<file path="src/logic/fm_pkg.sv">
//****************************************
// shared sizes of the fm register side
// register map and readback window
//****************************************
package fm_pkg;

    // slot geometry
    localparam int num_ch   = 6;
    localparam int num_op   = 4;
    localparam int num_slot = num_ch * num_op;  // 24 slots per rotation
    localparam int ch_w     = 3;
    localparam int op_w     = 2;
    localparam int slot_w   = 5;                // enough for 0..23

    // field widths
    localparam int fnum_w   = 11;
    localparam int block_w  = 3;
    localparam int mul_w    = 4;
    localparam int tl_w     = 7;
    localparam int phase_w  = 21;   // 17-bit shifted fnum times a 4-bit multiplier

    // host bus
    localparam int axi_addr_w = 10;
    localparam int axi_data_w = 32;

    // register numbers, ym style
    localparam logic [7:0] reg_mul     = 8'h30;   // per operator
    localparam logic [7:0] reg_tl      = 8'h40;   // per operator
    localparam logic [7:0] reg_fnum_lo = 8'hA0;   // commits the latched high part
    localparam logic [7:0] reg_fnum_hi = 8'hA4;   // latched only
    localparam logic [7:0] reg_fb_alg  = 8'hB0;
    localparam logic [7:0] reg_pan_pms = 8'hB4;

    // reads at rd_base + 4*ch give the packed channel word
    localparam logic [axi_addr_w-1:0] rd_base = 10'h200;

endpackage

</file>
<file path="src/logic/fm_host_port.sv">
//****************************************
// axi4-lite slave, byte write strobes
// and channel readback
//****************************************
`timescale 1ns/1ns

module fm_host_port (
    input  logic                          clk,
    input  logic                          rst,
    // write address / data / response
    input  logic [fm_pkg::axi_addr_w-1:0] awaddr,
    input  logic                          awvalid,
    output logic                          awready,
    input  logic [fm_pkg::axi_data_w-1:0] wdata,
    input  logic [3:0]                    wstrb,
    input  logic                          wvalid,
    output logic                          wready,
    output logic [1:0]                    bresp,
    output logic                          bvalid,
    input  logic                          bready,
    // read address / data
    input  logic [fm_pkg::axi_addr_w-1:0] araddr,
    input  logic                          arvalid,
    output logic                          arready,
    output logic [fm_pkg::axi_data_w-1:0] rdata,
    output logic [1:0]                    rresp,
    output logic                          rvalid,
    input  logic                          rready,
    // toward the decoder and channel bank
    output logic                          wr_stb,
    output logic [8:0]                    wr_addr,
    output logic [7:0]                    wr_data,
    output logic [fm_pkg::ch_w-1:0]       rd_ch,
    input  logic [fm_pkg::axi_data_w-1:0] rd_word
);
    import fm_pkg::*;

    logic                  wr_go;    // write handshake this cycle
    logic                  rd_go;    // read handshake this cycle
    logic [axi_addr_w-1:0] rd_off;
    logic                  rd_hit;

    // address and data are taken together, never while a response is pending
    assign awready = awvalid && wvalid && !bvalid;
    assign wready  = awready;
    assign wr_go   = awvalid && awready && wvalid && wready;
    assign arready = !rvalid;
    assign rd_go   = arvalid && arready;
    assign bresp   = 2'b00;  // always OKAY
    assign rresp   = 2'b00;

    // readback window, one word per channel
    assign rd_off = araddr - rd_base;
    assign rd_hit = (rd_off[1:0] == 2'd0) && (rd_off[axi_addr_w-1:2] < num_ch);
    assign rd_ch  = rd_off[2 +: ch_w];

    always_ff @(posedge clk or posedge rst) begin
        if (rst) begin
            bvalid <= 1'b0;
            wr_stb <= 1'b0;
            rvalid <= 1'b0;
        end else begin
            // low byte lane only, and nothing above the 9-bit register space
            wr_stb <= wr_go && wstrb[0] && !awaddr[9];
            if (wr_go)
                bvalid <= 1'b1;
            else if (bready)
                bvalid <= 1'b0;
            if (rd_go)
                rvalid <= 1'b1;
            else if (rready)
                rvalid <= 1'b0;
        end
    end

    always_ff @(posedge clk) begin
        if (wr_go) begin
            wr_addr <= awaddr[8:0];
            wr_data <= wdata[7:0];
        end
        if (rd_go)
            rdata <= rd_hit ? rd_word : '0;  // zero outside the window
    end

    // a response only follows an accepted write
    assert property (@(posedge clk) disable iff (rst)
        $rose(bvalid) |-> $past(wr_go));

    // read data held until the host takes it
    assert property (@(posedge clk) disable iff (rst)
        rvalid && !rready |=> rvalid);

endmodule

</file>
<file path="src/logic/fm_reg_decode.sv">
//****************************************
// register number decoder, fnum latch
// and update strobes for both banks
//****************************************
`timescale 1ns/1ns

module fm_reg_decode (
    input  logic                    clk,
    input  logic                    rst,
    input  logic                    wr_stb,
    input  logic [8:0]              wr_addr,   // bit 8 is the part bit
    input  logic [7:0]              wr_data,
    output logic [7:0]              din,
    output logic [fm_pkg::ch_w-1:0] up_ch,
    output logic [5:0]              latch_fnum, // {block, fnum[10:8]}
    output logic                    up_fnumlo,
    output logic                    up_alg,
    output logic                    up_pms,
    output logic [fm_pkg::ch_w-1:0] up_op_ch,
    output logic [fm_pkg::op_w-1:0] up_op,
    output logic                    up_mul,
    output logic                    up_tl
);
    import fm_pkg::*;

    logic [7:0]      reg_num;
    logic [ch_w-1:0] dec_ch;
    logic            ch_ok;
    logic            hit;       // write with a usable channel field

    assign reg_num = wr_addr[7:0];
    // part 1 channels are 3..5
    assign dec_ch  = ch_w'(reg_num[1:0]) + (wr_addr[8] ? ch_w'(3) : ch_w'(0));
    assign ch_ok   = reg_num[1:0] != 2'd3;
    assign hit     = wr_stb && ch_ok;

    always_ff @(posedge clk or posedge rst) begin
        if (rst) begin
            up_fnumlo  <= 1'b0;
            up_alg     <= 1'b0;
            up_pms     <= 1'b0;
            up_mul     <= 1'b0;
            up_tl      <= 1'b0;
            latch_fnum <= '0;
        end else begin
            // channel registers match on bits 7..2, operators on 7..4
            up_fnumlo <= hit && reg_num[7:2] == reg_fnum_lo[7:2];
            up_alg    <= hit && reg_num[7:2] == reg_fb_alg[7:2];
            up_pms    <= hit && reg_num[7:2] == reg_pan_pms[7:2];
            up_mul    <= hit && reg_num[7:4] == reg_mul[7:4];
            up_tl     <= hit && reg_num[7:4] == reg_tl[7:4];
            if (hit && reg_num[7:2] == reg_fnum_hi[7:2])
                latch_fnum <= wr_data[5:0];  // waits for the next low byte
        end
    end

    // indices and data ride along with the strobes
    always_ff @(posedge clk) begin
        if (wr_stb) begin
            din      <= wr_data;
            up_ch    <= dec_ch;
            up_op_ch <= dec_ch;
            up_op    <= reg_num[3:2];
        end
    end

    // each write touches one register at most
    assert property (@(posedge clk) disable iff (rst)
        $onehot0({up_fnumlo, up_alg, up_pms, up_mul, up_tl}));

endmodule

</file>
<file path="src/logic/fm_slot_seq.sv">
//****************************************
// slot counter, operator outer loop
//****************************************
`timescale 1ns/1ns

module fm_slot_seq (
    input  logic                    clk,
    input  logic                    rst,
    input  logic                    cen,
    output logic [fm_pkg::ch_w-1:0] ch,   // next slot's channel
    output logic [fm_pkg::op_w-1:0] op,   // next slot's operator
    output logic                    slot_ok
);
    import fm_pkg::*;

    always_ff @(posedge clk or posedge rst) begin
        if (rst) begin
            ch      <= '0;
            op      <= '0;
            slot_ok <= 1'b0;
        end else if (cen) begin
            slot_ok <= 1'b1;                 // first enable names a real slot
            if (ch == ch_w'(num_ch - 1)) begin
                ch <= '0;
                op <= op + 1'b1;             // wraps after the last operator
            end else begin
                ch <= ch + 1'b1;
            end
        end
    end

    assert property (@(posedge clk) disable iff (rst) ch < num_ch);

endmodule

</file>
<file path="src/logic/fm_ch_regs.sv">
//****************************************
// channel register file, slot-ordered
// output and packed readback word
//****************************************
`timescale 1ns/1ns

module fm_ch_regs (
    input  logic                             rst,
    input  logic                             clk,
    input  logic                             cen,
    input  logic [7:0]                       din,
    input  logic [fm_pkg::ch_w-1:0]          up_ch,
    input  logic [5:0]                       latch_fnum,
    input  logic                             up_fnumlo,
    input  logic                             up_alg,
    input  logic                             up_pms,
    input  logic [fm_pkg::ch_w-1:0]          ch,     // channel of the next slot
    input  logic [fm_pkg::ch_w-1:0]          rd_ch,
    output logic [fm_pkg::block_w-1:0]       block,
    output logic [fm_pkg::fnum_w-1:0]        fnum,
    output logic [2:0]                       fb,
    output logic [2:0]                       alg,
    output logic [1:0]                       rl,
    output logic [1:0]                       ams,
    output logic [2:0]                       pms,
    output logic [fm_pkg::axi_data_w-1:0]    rd_word
);
    import fm_pkg::*;

    // plain registers, a write lands on the very next clock
    logic [block_w-1:0] r_block [num_ch];
    logic [fnum_w-1:0]  r_fnum  [num_ch];
    logic [2:0]         r_fb    [num_ch];
    logic [2:0]         r_alg   [num_ch];
    logic [1:0]         r_rl    [num_ch];
    logic [1:0]         r_ams   [num_ch];
    logic [2:0]         r_pms   [num_ch];

    always_ff @(posedge clk or posedge rst) begin
        if (rst) begin
            for (int i = 0; i < num_ch; i++) begin
                r_block[i] <= '0;
                r_fnum[i]  <= '0;
                r_fb[i]    <= '0;
                r_alg[i]   <= '0;
                r_rl[i]    <= 2'd3;  // both speakers on
                r_ams[i]   <= '0;
                r_pms[i]   <= '0;
            end
        end else begin
            if (up_fnumlo)
                {r_block[up_ch], r_fnum[up_ch]} <= {latch_fnum, din};
            if (up_alg) begin
                r_fb[up_ch]  <= din[5:3];
                r_alg[up_ch] <= din[2:0];
            end
            if (up_pms) begin
                r_rl[up_ch]  <= din[7:6];
                r_ams[up_ch] <= din[5:4];
                r_pms[up_ch] <= din[2:0];
            end
        end
    end

    // fields of the named channel, one enable later
    always_ff @(posedge clk or posedge rst) begin
        if (rst) begin
            block <= '0;
            fnum  <= '0;
            fb    <= '0;
            alg   <= '0;
            rl    <= 2'd3;
            ams   <= '0;
            pms   <= '0;
        end else if (cen) begin
            block <= r_block[ch];
            fnum  <= r_fnum[ch];
            fb    <= r_fb[ch];
            alg   <= r_alg[ch];
            rl    <= r_rl[ch];
            ams   <= r_ams[ch];
            pms   <= r_pms[ch];
        end
    end

    // packed from bit 0 up: pms ams rl alg fb fnum block
    assign rd_word = axi_data_w'({r_block[rd_ch], r_fnum[rd_ch], r_fb[rd_ch],
                                  r_alg[rd_ch], r_rl[rd_ch], r_ams[rd_ch], r_pms[rd_ch]});

endmodule

</file>
<file path="src/logic/fm_op_regs.sv">
//****************************************
// operator register file, 24 slots
// read in slot order
//****************************************
`timescale 1ns/1ns

module fm_op_regs (
    input  logic                       rst,
    input  logic                       clk,
    input  logic                       cen,
    input  logic [7:0]                 din,
    input  logic [fm_pkg::ch_w-1:0]    up_op_ch,
    input  logic [fm_pkg::op_w-1:0]    up_op,
    input  logic                       up_mul,
    input  logic                       up_tl,
    input  logic [fm_pkg::ch_w-1:0]    ch,      // next slot
    input  logic [fm_pkg::op_w-1:0]    op,
    output logic [fm_pkg::mul_w-1:0]   mul,
    output logic [fm_pkg::tl_w-1:0]    tl
);
    import fm_pkg::*;

    logic [mul_w-1:0]  r_mul [num_slot];
    logic [tl_w-1:0]   r_tl  [num_slot];
    logic [slot_w-1:0] wr_slot;
    logic [slot_w-1:0] rd_slot;

    // slot number = op*6 + ch, same order the sequencer walks
    assign wr_slot = slot_w'(up_op) * slot_w'(num_ch) + slot_w'(up_op_ch);
    assign rd_slot = slot_w'(op) * slot_w'(num_ch) + slot_w'(ch);

    always_ff @(posedge clk or posedge rst) begin
        if (rst) begin
            for (int i = 0; i < num_slot; i++) begin
                r_mul[i] <= '0;
                r_tl[i]  <= '0;
            end
        end else begin
            if (up_mul)
                r_mul[wr_slot] <= din[mul_w-1:0];
            if (up_tl)
                r_tl[wr_slot] <= din[tl_w-1:0];
        end
    end

    always_ff @(posedge clk or posedge rst) begin
        if (rst) begin
            mul <= '0;
            tl  <= '0;
        end else if (cen) begin
            mul <= r_mul[rd_slot];  // aligned with the channel bank output
            tl  <= r_tl[rd_slot];
        end
    end

endmodule

</file>
<file path="src/logic/fm_phase_step.sv">
//****************************************
// phase increment from fnum, block, mul
// plus the fields kept in step with it
//****************************************
`timescale 1ns/1ns

module fm_phase_step (
    input  logic                        clk,
    input  logic                        rst,
    input  logic                        cen,
    input  logic                        in_valid,
    input  logic [fm_pkg::ch_w-1:0]     in_ch,
    input  logic [fm_pkg::op_w-1:0]     in_op,
    input  logic [fm_pkg::fnum_w-1:0]   fnum,
    input  logic [fm_pkg::block_w-1:0]  block,
    input  logic [fm_pkg::mul_w-1:0]    mul,
    input  logic [2:0]                  alg_in,
    input  logic [2:0]                  fb_in,
    input  logic [1:0]                  rl_in,
    input  logic [fm_pkg::tl_w-1:0]     tl_in,
    output logic                        out_valid,
    output logic [fm_pkg::ch_w-1:0]     out_ch,
    output logic [fm_pkg::op_w-1:0]     out_op,
    output logic [fm_pkg::phase_w-1:0]  phase_inc,
    output logic [2:0]                  alg,
    output logic [2:0]                  fb,
    output logic [1:0]                  rl,
    output logic [fm_pkg::tl_w-1:0]     tl
);
    import fm_pkg::*;

    logic [fnum_w+6:0]  fshift;   // room for block up to 7
    logic [fnum_w+5:0]  base;     // shifted fnum halved once
    logic [phase_w-1:0] inc_next;

    assign fshift   = {7'd0, fnum} << block;
    assign base     = fshift[fnum_w+6:1];
    // mul of zero means one half
    assign inc_next = (mul == '0) ? phase_w'(base >> 1)
                                  : phase_w'(base) * phase_w'(mul);

    always_ff @(posedge clk or posedge rst) begin
        if (rst) begin
            out_valid <= 1'b0;
            out_ch    <= '0;
            out_op    <= '0;
            phase_inc <= '0;
            alg       <= '0;
            fb        <= '0;
            rl        <= 2'd3;
            tl        <= '0;
        end else if (cen) begin
            out_valid <= in_valid;
            out_ch    <= in_ch;
            out_op    <= in_op;
            phase_inc <= inc_next;
            alg       <= alg_in;   // delayed with phase_inc
            fb        <= fb_in;
            rl        <= rl_in;
            tl        <= tl_in;
        end
    end

endmodule

</file>
<file path="src/logic/fm_regs_top.sv">
//****************************************
// fm register side top level
//****************************************
`timescale 1ns/1ns

module fm_regs_top (
    input  logic                          clk,
    input  logic                          rst,
    input  logic                          cen,
    input  logic [fm_pkg::axi_addr_w-1:0] awaddr,
    input  logic                          awvalid,
    output logic                          awready,
    input  logic [fm_pkg::axi_data_w-1:0] wdata,
    input  logic [3:0]                    wstrb,
    input  logic                          wvalid,
    output logic                          wready,
    output logic [1:0]                    bresp,
    output logic                          bvalid,
    input  logic                          bready,
    input  logic [fm_pkg::axi_addr_w-1:0] araddr,
    input  logic                          arvalid,
    output logic                          arready,
    output logic [fm_pkg::axi_data_w-1:0] rdata,
    output logic [1:0]                    rresp,
    output logic                          rvalid,
    input  logic                          rready,
    output logic                          out_valid,
    output logic [fm_pkg::ch_w-1:0]       out_ch,
    output logic [fm_pkg::op_w-1:0]       out_op,
    output logic [fm_pkg::phase_w-1:0]    phase_inc,
    output logic [2:0]                    alg,
    output logic [2:0]                    fb,
    output logic [1:0]                    rl,
    output logic [fm_pkg::tl_w-1:0]       tl
);
    import fm_pkg::*;

    // host side
    logic                  wr_stb;
    logic [8:0]            wr_addr;
    logic [7:0]            wr_data;
    logic [ch_w-1:0]       rd_ch;
    logic [axi_data_w-1:0] rd_word;
    // decoder strobes
    logic [7:0]            din;
    logic [ch_w-1:0]       up_ch, up_op_ch;
    logic [op_w-1:0]       up_op;
    logic [5:0]            latch_fnum;
    logic                  up_fnumlo, up_alg, up_pms, up_mul, up_tl;
    // slot pipeline
    logic [ch_w-1:0]       seq_ch, seq_ch_d;
    logic [op_w-1:0]       seq_op, seq_op_d;
    logic                  seq_ok, seq_ok_d;
    logic [block_w-1:0]    bk_block;
    logic [fnum_w-1:0]     bk_fnum;
    logic [2:0]            bk_fb, bk_alg;
    logic [1:0]            bk_rl;
    logic [mul_w-1:0]      op_mul;
    logic [tl_w-1:0]       op_tl;

    fm_host_port u_host (.*);

    fm_reg_decode u_dec (.*);

    fm_slot_seq u_seq (.clk, .rst, .cen, .ch(seq_ch), .op(seq_op), .slot_ok(seq_ok));

    // slot index one enable behind the sequencer, level with the banks
    always_ff @(posedge clk or posedge rst) begin
        if (rst) begin
            seq_ch_d <= '0;
            seq_op_d <= '0;
            seq_ok_d <= 1'b0;
        end else if (cen) begin
            seq_ch_d <= seq_ch;
            seq_op_d <= seq_op;
            seq_ok_d <= seq_ok;
        end
    end

    fm_ch_regs u_ch (
        .rst, .clk, .cen, .din, .up_ch, .latch_fnum, .up_fnumlo, .up_alg, .up_pms,
        .ch(seq_ch), .rd_ch, .block(bk_block), .fnum(bk_fnum), .fb(bk_fb),
        .alg(bk_alg), .rl(bk_rl), .ams(), .pms(), .rd_word
    );

    fm_op_regs u_op (
        .rst, .clk, .cen, .din, .up_op_ch, .up_op, .up_mul, .up_tl,
        .ch(seq_ch), .op(seq_op), .mul(op_mul), .tl(op_tl)
    );

    fm_phase_step u_step (
        .clk, .rst, .cen, .in_valid(seq_ok_d), .in_ch(seq_ch_d), .in_op(seq_op_d),
        .fnum(bk_fnum), .block(bk_block), .mul(op_mul), .alg_in(bk_alg),
        .fb_in(bk_fb), .rl_in(bk_rl), .tl_in(op_tl), .out_valid, .out_ch, .out_op,
        .phase_inc, .alg, .fb, .rl, .tl
    );

endmodule

</file>
<file path="config.mk">
export PLATFORM = sky130hd
export DESIGN_NAME = fm_regs_top
export DESIGN_NICKNAME = d
export VERILOG_FILES = /design/src/logic/fm_pkg.sv /design/src/logic/fm_host_port.sv /design/src/logic/fm_reg_decode.sv /design/src/logic/fm_slot_seq.sv /design/src/logic/fm_ch_regs.sv /design/src/logic/fm_op_regs.sv /design/src/logic/fm_phase_step.sv /design/src/logic/fm_regs_top.sv
export SDC_FILE = /design/constraint.sdc
export NUM_CORES = 1
export LEC_CHECK = 0
export CAP_MARGIN = 30
export CORE_UTILIZATION = 50
export DETAILED_ROUTE_END_ITERATION = 12
export DONT_BUFFER_PORTS = 1
export PLACE_DENSITY = 0.77
export SLEW_MARGIN = 20
export SYNTH_ARGS = -nofsm -noshare
export SYNTH_HDL_FRONTEND = slang
export SYNTH_SLANG_ARGS = --single-unit
export TNS_END_PERCENT = 5
</file>
<file path="constraint.sdc">
create_clock -name clk -period 17.12 [get_ports clk]
set_input_delay 2.568 -clock clk [delete_from_list [all_inputs] [get_ports clk]]
set_output_delay 2.568 -clock clk [all_outputs]
set_load 0.03 [all_outputs]
</file>
* After elaboration in Yosys (flattened, before gate mapping)
Cells that the tools add are included.
Storage, ports and cells: register bits 589, input port bits 64, output and inout port bits 83, word-level logic and storage cells 252
Cells by class: $add $sub $neg 6, $mul 3, $lt $le $gt $ge 8, eq/ne operators 8, shift-type cells 1, multiplexer cells 68, bitwise logic cells 5, reductions and logical operators 26
Operators with widths (number):
- $bwmux 168 | 1
- $bwmux 96 | 1
- $bwmux 18 | 4
- $bmux 11 s3 | 2
- $bwmux 66 | 1
- $bmux 3 s3 | 7
- $mux 11 | 5
- $mux 3 | 16
- $bmux 7 s5 | 1
- $demux 7 s5 | 1
- $demux 11 s3 | 1
- $bwmux 12 | 2
- $eq 6x6->1 const B | 4
- $mul 17x4->21 | 1
- $mux 21 | 1
- $mux 7 | 3
- $bmux 4 s5 | 1
- $demux 4 s5 | 1
- $bmux 2 s3 | 3
- $logic_and 1x1->1 | 18
- $shl 11x3->18 | 1
- $mux 2 | 8
- $ge 4x4->1 const B | 3
- $ge 6x6->1 const B | 2
- 24 further kinds | 37

* Logic depth before layout (Yosys ltp)
Gate-level depths: netlist of run 1.
word-level depth 8, mapped depth 18

* Cells and area by module
A second synthesis of run 1 with hierarchy kept.
Unflattened totals: cell total of the unflattened synthesis 2349, area, all modules 30754.5 µm²
By module, submodules not included:
- fm_op_regs | instances 1, cells an instance 939, area each 13016.2 µm², seq. area each 6881.6 µm²
- fm_ch_regs | instances 1, cells an instance 684, area each 9619.2 µm², seq. area each 4747.1 µm²
- fm_phase_step | instances 1, cells an instance 485, area each 4400.5 µm², seq. area each 1053.5 µm²
- fm_host_port | instances 1, cells an instance 153, area each 2307.2 µm², seq. area each 1546.5 µm²
- fm_reg_decode | instances 1, cells an instance 54, area each 910.9 µm², seq. area each 665.6 µm²
- fm_regs_top | instances 1, cells an instance 14, area each 255.2 µm², seq. area each 150.1 µm²
- fm_slot_seq | instances 1, cells an instance 20, area each 245.2 µm², seq. area each 150.1 µm²

* Worst setup path before layout of run 1
No wires, ideal clock.
path type input-to-output, start point input port awvalid, end point output port wready, arrival time 3.120 ns, slack 11.432 ns, stages 3, buffers on the path 1, cells stage by stage nand3_1 inv_1 buf_4
Between the ends: word-level cells in the longest chain between the ends 2
RTL lines:
- start, declared | RTL line fm_regs_top.sv:11 | input logic awvalid,
- $logic_and 1x1->1 (2 in a row) | RTL line fm_host_port.sv:44 | assign awready = awvalid && wvalid && !bvalid;
- end, declared | RTL line fm_regs_top.sv:16 | output logic wready,
No other way between the ends.

* Worst setup path in the final report of run 1
start point input port awvalid, end point output port awready
Between the ends: word-level cells in the longest chain between the ends 2
RTL lines:
- $logic_and 1x1->1 (2 in a row) | RTL line fm_host_port.sv:44
- end, declared | RTL line fm_regs_top.sv:12 | output logic awready,
No other way between the ends.

==> metrics.md, run 1 <==
| Metric | Value |
|---|---|
| Status | `complete, no violations` |
| Worst-Skew Late Latency | `0.62 ns` |
| Post-CTS resize count | `0` |
| Startpoint types | `input pin` |
| Max frequency | `0.1771 GHz` |
| Critical Path Fanout Max | `4` |
| Distinct cells, synth | `82` |
| Post-synth EDFFs | `57` |
| ANT cells | `0` |
| Slew headroom | `0.3286` |
| Final Wtd Congestion | `0.8559` |
| CTS tree | `built` |
| Final min period | `5.647 ns` |
| CTS sink count | `584` |
| Synth area leaders | `dfrtp_1 (44%), mux2_2 (20%), mux4_2 (9.9%)` |
| Final worst-path cycle share | `0.3299` |
| Setup Crit Path Kind | `in2out` |
| Critical Path AT | `3.08 ns` |
| Total wire length | `63.47 mm` |
| Crit path largest cell delay | `0.41 ns` |
| Yosys top cell by area | `dfrtp_1` |
| Req. time, crit path | `14.55 ns` |
| Sequential area share after synthesis | `0.5118` |
| # fillers | `4560` |
| Initial Utilization | `0.5053` |
| Synth Instances | `2109` |
| HPWL reported at the end of detailed placement | `42.01 mm` |
| Worst path slowest cell | `inv_1` |
| Layout area overhead | `9.352%` |
| Synth top cells by count | `mux2_2 (518), dfrtp_1 (511), nor2_1 (146), mux4_2 (128), inv_1 (101)` |
| Reg clk slew, reported paths | `0.06 ns` |
| RSZ-0062 raised after global routing | `no` |
| DP Worst Slack | `11.47 ns` |
| Worst-Margin Slew | `1.006 ns` |
| Seq. cell area | `14920 um^2` |
| Total congestion overflow | `0` |
| Final TNS setup | `0 ns` |
| Vias in the first global route | `18190` |
| H-Tree Depth | `2` |
| Setup Fix Bufs, Post-CTS | `0` |
| Drt pass-1 iters | `5` |
| Hold Fails Final Rpt | `0` |
| VDD IR max | `0.0001250 V` |
| Layout cells sized above 1 | `0.3978` |
| Syn Area/Cell | `13.82 um^2` |
| Pwr/cell area | `106.7 nW/um^2` |
| Leakage | `0.01473 uW` |
| CTS Root Cell | `clkbuf_16` |
| Crit end category | `output pin` |
| # IOs | `147` |
| Power, Total | `3400 uW` |
| Seq cells post-synth | `584` |
| Synth warn | `0` |
| Hold_buf cts | `0` |
| Multi-input gate area | `13240 um^2` |
| Max_cap viols | `0` |
| Pins over their slew limit | `0` |
| Crit path buffers/inverters | `1` |
| Die width | `243.5 um` |
| Top FF cell, synth | `dfrtp_1` |
| Largest net degree at the start of global routing | `191` |
| Initial antenna violation count | `2` |
| Row cnt | `88` |
| Clock Tree Buf Depth | `3` |
| Family with the most delay on the worst path | `buffers and inverters` |
| Hold WC Path Type | `reg2reg` |
| Ys async rst share | `0.9024` |
| Most frequent cell after synthesis | `mux2_2` |
| PnR worst setup slack | `11.47 ns` |
| DR WL/cell | `22.01 um` |
| Die area | `59270 um^2` |
| All-Layer GR Usage | `0.2195` |
| Detail Route Antenna Nets | `0` |
| CTS Buf Count | `58` |
| Fin nets | `2200` |
| Finish-stage setup viols | `0` |
| PortBufs | `0` |
| Global-route wire length before repair | `102.6 mm` |
| Drt drc | `0` |
| Skew final | `0.01682 ns` |
| Mapped Area | `29150 um^2` |
| Post-synth top area share | `0.4386` |
| Vias | `17160` |
| Die height | `243.5 um` |
| DR iter-0 viols | `1175` |
| Worst path cell trace | `nand3_1, inv_1` |
| DR vias/cell | `5.951` |
| Core footprint | `57700 um^2` |
stage by stage:
step           cell area, um^2  instances  utilization  hold slack [ns]
2_1_floorplan            29190       2117            -           0.4003
3_3_place_gp             29740       2766       0.5154           0.4158
3_5_place_dp             29790       2770       0.5164           0.4117
4_1_cts                  31820       2880       0.5515           0.4257
5_1_grt                  31880       2884       0.5525           0.4314
6_report                 31880       2884       0.5525           0.4212
layout by cell type (no fill, tap or decap), drive strengths merged, types with 4 or more instances in the layout:
master / Yosys / routed
mux2: 521 / 521
nor4b: 4 / 4
o221ai: 11 / 11
nand2: 76 / 76
a22oi: 28 / 28
clkbuf: 93 / 95
xor2: 7 / 7
ha: 34 / 34
a31oi: 4 / 4
nand3b: 5 / 5
nor2b: 9 / 9
mux4: 128 / 128
and2: 11 / 11
xnor2: 7 / 7
bufinv: 0 / 6
and3: 15 / 15
dfrtp: 511 / 511
a221oi: 24 / 24
a21oi: 27 / 27
nor2: 158 / 158
nor3: 21 / 21
a21o: 9 / 9
nor4: 4 / 4
o21a: 6 / 6
conb: 1 / 9
buf: 51 / 35
fa: 33 / 33
dfstp: 16 / 16
clkinv: 1 / 7
nand3: 36 / 36
nand2b: 14 / 14
inv: 102 / 103
o21ai: 13 / 13
nand4: 6 / 6
edfxtp: 57 / 57
mux2i: 22 / 22
sequential cells by signal, indices dropped and copies added (netlist names), 4 cells and up:
register / flops
u_op.tl: 7
u_ch.r_alg: 18
u_host.rdata: 27
u_step.tl: 7
u_ch.r_rl: 12
u_dec.din: 8
u_host.wr_data: 8
u_step.phase_inc: 21
u_ch.r_ams: 12
u_ch.r_fnum: 66
u_ch.fnum: 11
u_dec.latch_fnum: 6
u_op.r_mul: 96
u_ch.r_fb: 18
u_op.mul: 4
u_ch.r_block: 18
u_host.wr_addr: 9
u_op.r_tl: 168
u_ch.r_pms: 18
layer usage:
metal,share of wire,track usage,vias up
li1,-,-,7594
met3,0.053,0.03988,79
met1,0.44,0.3063,9062
met4,0.020,0.06123,2
met2,0.48,0.3534,427
met5,0.00025,0,-
power by group:
group	switching, uW	internal [uW]	total, uW
clock	538	796	1330
combinational	320	217	537
sequential	89.7	1440	1530
total	947	2450	3400
cell type report:
class,count,share of cell area
clock buffers,94,0.05546
clock inverters,16,0.008046
inverters,103,0.01225
multi-input cells,1286,0.4155
flip-flops and latches,584,0.4681
well taps,765,0.03003
repair buffers,36,0.01064
cells by family (layout without fill, tap and decap cells):
group | Yosys count | count (layout) | share of synthesized area
AO/OA/AOI/OAI | 153 | 153 | 0.03949
XOR/XNOR | 14 | 14 | 0.004464
adder cells (fa/ha/maj) | 67 | 67 | 0.03725
buffers and inverters | 247 | 249 | 0.03588
flip-flops | 584 | 584 | 0.5118
multiplexers | 671 | 671 | 0.3077
other | 1 | 9 | 0.0001286
AND/OR/NAND/NOR | 372 | 372 | 0.06331
worst paths after layout:
path	from	end	slack, ns	depth (start not counted)
worst max-delay path	awvalid	awready	11.47	2
worst min-delay path	u_host.wr_data[7]	u_dec.din[7]	0.42	0
worst max register to register	u_ch.block[0]	u_step.phase_inc[20]	11.96	15
worst min register to register	u_host.wr_data[7]	u_dec.din[7]	0.42	0
max in group asynchronous	rst	u_ch.r_pms[7]	12.58	5
min in group asynchronous	rst	u_op.tl[3]	1.80	1
No activity file was read; power rests on OpenSTA's default activity.
==> inputs of run 2 (changes only) <==
--- a/config.mk
+++ b/config.mk
@@ -5,11 +5,12 @@
 export SDC_FILE = /design/constraint.sdc
 export NUM_CORES = 1
 export LEC_CHECK = 0
+export ABC_AREA = 1
 export CAP_MARGIN = 30
 export CORE_UTILIZATION = 50
 export DETAILED_ROUTE_END_ITERATION = 12
 export DONT_BUFFER_PORTS = 1
-export PLACE_DENSITY = 0.77
+export PLACE_DENSITY = 0.74
 export SLEW_MARGIN = 20
 export SYNTH_ARGS = -nofsm -noshare
 export SYNTH_HDL_FRONTEND = slang
==> constraint.sdc (replaced) <==
create_clock -name clk -period 5.7 [get_ports clk]
set_input_delay 0.855 -clock clk [delete_from_list [all_inputs] [get_ports clk]]
set_output_delay 0.855 -clock clk [all_outputs]
set_load 0.03 [all_outputs]
==> metrics.md, run 2 <==
| Metric | Value |
|---|---|
| Status | `complete, no violations (unchanged)` |
| Hold Fails Final Rpt | `0 (unchanged)` |
| CTS Root Cell | `clkbuf_16 (unchanged)` |
| All-Layer GR Usage | `0.2624 (was 0.2195)` |
| Initial Utilization | `0.5104 (was 0.5053)` |
| Layout area overhead | `8.216% (was 9.352%)` |
| Final min period | `4.358 ns` |
| Reg clk slew, reported paths | `0.06 ns (about the same)` |
| Skew final | `0.01694 ns (was 0.01682 ns)` |
| Core footprint | `56930 um^2 (was 57700 um^2)` |
| R2R Setup Slk | `1.34 ns (was 11.96 ns)` |
| Pins over their slew limit | `0 (unchanged)` |
| DR iter-0 viols | `2928 (was 1175)` |
| Layout Utilization | `0.5523 (was 0.5525)` |
| Mapped Area | `29060 um^2 (was 29150 um^2)` |
| Biggest register | `u_op.r_tl (unchanged)` |
| Total wire length | `77.18 mm (was 63.47 mm)` |
| Seq cells post-synth | `584 (unchanged)` |
| Crit end category | `register (was output pin)` |
| Worst path slowest cell | `dfrtp_1 (was inv_1)` |
| PortBufs | `0 (unchanged)` |
| Pwr/cell area | `445.1 nW/um^2 (was 106.7 nW/um^2)` |
| Drt drc | `0 (unchanged)` |
| Finish-stage setup viols | `0 (unchanged)` |
| # IOs | `147 (unchanged)` |
| Max frequency | `0.2295 GHz` |
| Clock Tree Buf Depth | `3 (unchanged)` |
| Distinct cells, synth | `42 (was 82)` |
| CTS Buf Count | `60 (was 58)` |
| Synth Instances | `3587 (was 2109)` |
| Worst-Margin Slew | `1.048 ns (was 1.006 ns)` |
| Worst path cell trace | `inv_2, nand2_1, nand2_1, o21ai_0, nor2_1, a31oi_1, nor2_1, fa_1, inv_1, fa_1, inv_1, ha_1, nand2_1, nor2_1, nand3_1, nand3_1, nand2_1, nand3_1, nand2_1, nand2_1, nand2_1 (was nand3_1, inv_1)` |
| CTS sink count | `584 (unchanged)` |
| Yosys top cell by area | `dfrtp_1 (unchanged)` |
| Most frequent cell after synthesis | `nand2_1 (was mux2_2)` |
| H-Tree Depth | `2 (unchanged)` |
| Final Wtd Congestion | `0.9029 (was 0.8559)` |
| Vias | `24200 (was 17160)` |
| Die width | `243.1 um (was 243.5 um)` |
| Req. time, crit path | `6.21 ns (was 14.55 ns)` |
| Largest net degree at the start of global routing | `176 (was 191)` |
| Post-synth EDFFs | `57 (unchanged)` |
| Worst-Skew Late Latency | `0.63 ns (was 0.62 ns)` |
| Post-synth top area share | `0.4401 (was 0.4386)` |
| Most used cell, CP | `nand2_1` |
| DP Worst Slack | `1.353 ns (was 11.47 ns)` |
| Die area | `59080 um^2 (was 59270 um^2)` |
| Synth top cells by count | `nand2_1 (959), o21ai_0 (651), dfrtp_1 (511), nor2_1 (321), nand3_1 (285) (was mux2_2 (518), dfrtp_1 (511), nor2_1 (146), mux4_2 (128), inv_1 (101))` |
| Max_cap viols | `0 (unchanged)` |
| Sequential area share after synthesis | `0.5135 (was 0.5118)` |
| Final worst-path cycle share | `0.7645` |
| Slew headroom | `0.3015 (was 0.3286)` |
| Hold WC Path Type | `in2async (was reg2reg)` |
| Startpoint types | `register (was input pin)` |
| Synth area leaders | `dfrtp_1 (44%), nand2_1 (12%), o21ai_0 (11%) (was dfrtp_1 (44%), mux2_2 (20%), mux4_2 (9.9%))` |
| # fillers | `5238 (was 4560)` |
| PnR worst setup slack | `1.342 ns (was 11.47 ns)` |
| HPWL reported at the end of detailed placement | `47.43 mm (was 42.01 mm)` |
| Synth warn | `0 (unchanged)` |
| Die height | `243.1 um (was 243.5 um)` |
| Fin nets | `3588 (was 2200)` |
| RSZ-0062 raised after global routing | `no (unchanged)` |
| DR WL/cell | `18.11 um (was 22.01 um)` |
| Detail Route Antenna Nets | `0 (unchanged)` |
| Row cnt | `87 (was 88)` |
| Setup Fix Bufs, Post-CTS | `0 (unchanged)` |
| Crit path largest cell delay | `0.67 ns (was 0.41 ns)` |
| Ys async rst share | `0.9024 (unchanged)` |
| ANT cells | `0 (unchanged)` |
| Syn Area/Cell | `8.100 um^2 (was 13.82 um^2)` |
| Most common cell after layout, fill and taps aside | `nand2_1 (was mux2_2)` |
| Largest registers | `u_op.r_tl x168, u_op.r_mul x96, u_ch.r_fnum x66 (unchanged)` |
| Max reg flops | `168 (unchanged)` |
| Top FF cell, synth | `dfrtp_1 (unchanged)` |
| Hold_buf cts | `0 (unchanged)` |
| Layout cells sized above 1 | `0.05136 (was 0.3978)` |
| Final TNS setup | `0 ns (unchanged)` |
| DR vias/cell | `5.678 (was 5.951)` |
| Setup Crit Path Kind | `reg2reg (was in2out)` |
| Post-CTS resize count | `0 (unchanged)` |
| Global-route wire length before repair | `123.9 mm (was 102.6 mm)` |
| Vias in the first global route | `22590 (was 18190)` |
| Critical Path AT | `4.87 ns (was 3.08 ns)` |
| Critical Path Fanout Max | `16 (was 4)` |
| CTS tree | `built (unchanged)` |
| Drt pass-1 iters | `5 (unchanged)` |
| VDD IR max | `0.0003987 V (was 0.0001250 V)` |
| Initial antenna violation count | `0 (was 2)` |
| Most frequent cells in the layout | `nand2_1 (959), o21ai_0 (651), dfrtp_1 (509) (was mux2_2 (518), dfrtp_1 (510), nor2_1 (143))` |
| Total congestion overflow | `0 (unchanged)` |
| Leakage | `0.01420 uW (was 0.01473 uW)` |
## run 2: cell count changes in the layout (fill, tap and decap cells not counted), sizes merged, moves of 128 or more
cell,change
mux2,-521
mux4,-128
o21ai,+656
nand3,+255
nand2,+884
nor2,+169
## run 2: cells by family after synthesis
| group | Yosys count | synth area share |
|---|---|---|
| fa+ha+maj | 67 | 0.03738 |
| other cells | 1 | 0.0001291 |
| compound gates | 862 | 0.1548 |
| simple gates | 1606 | 0.2259 |
| flops | 584 | 0.5135 |
| buf+inv | 458 | 0.06533 |
| xor+xnor | 9 | 0.002972 |
## run 2: power by group
group          internal [uW]  total [uW]  leakage, uW  switching [uW]
Sequential              4450        4910      0.00773             466
Clock                   2380        4050     0.000984            1670
Combinational           1490        5030      0.00549            3550
## run 2: per-stage QoR
stage	cells	total power (uW)	cell area, um^2	hold WS (ns)
after detailed placement	4150	9920	29400	0.4144
after CTS	4260	13980	31420	0.01931
after global placement	4141	9844	29240	0.4041
after global routing	4261	14840	31440	0.03838
after floorplan	3595	8389	29090	0.4003
final	4261	13990	31440	0.04341
## run 2: cell type report
type	count	area (um^2)	share of cell area
Clock buffer	90	1747	0.05555
Clock inverter	20	267.8	0.008516
Inverter	217	822.0	0.02614
Multi-Input combinational cell	2553	12280	0.3906
Sequential cell	584	14920	0.4747
Tap cell	756	945.9	0.03008
Timing Repair Buffer	41	455.4	0.01448
## run 2: critical path: cells and delay by family, from the launching register on
kind	cells	cell delay, ns
compound gates	2	0.65
fa+ha+maj	3	1.42
buf+inv	3	0.25
flops	1	0.67
simple gates	13	1.24
## run 2: layer usage
layer / GRT usage / part of all wire / vias to the layer above / wire (um)
li1: - / - / 11540 / -
met1: 0.3713 / 0.44 / 11550 / 33690
met2: 0.4018 / 0.45 / 968 / 34590
met3: 0.05318 / 0.085 / 138 / 6565
met4: 0.09064 / 0.030 / 0 / 2335
met5: 0 / 0 / - / 0
## run 2: path summary, 6_finish.rpt
| kind | depth (start not counted) | endpoint | start |
|---|---|---|---|
| max in group asynchronous | 2 | u_dec.latch_fnum[4] | rst |
| min | 1 | u_op.tl[1] | rst |
| min reg2reg | 0 | u_dec.din[7] | u_host.wr_data[7] |
| max | 21 | u_step.phase_inc[19] | u_ch.block[0] |
| max reg2reg | 21 | u_step.phase_inc[19] | u_ch.block[0] |
| min in group clk | 1 | u_host.wr_stb | awaddr[9] |
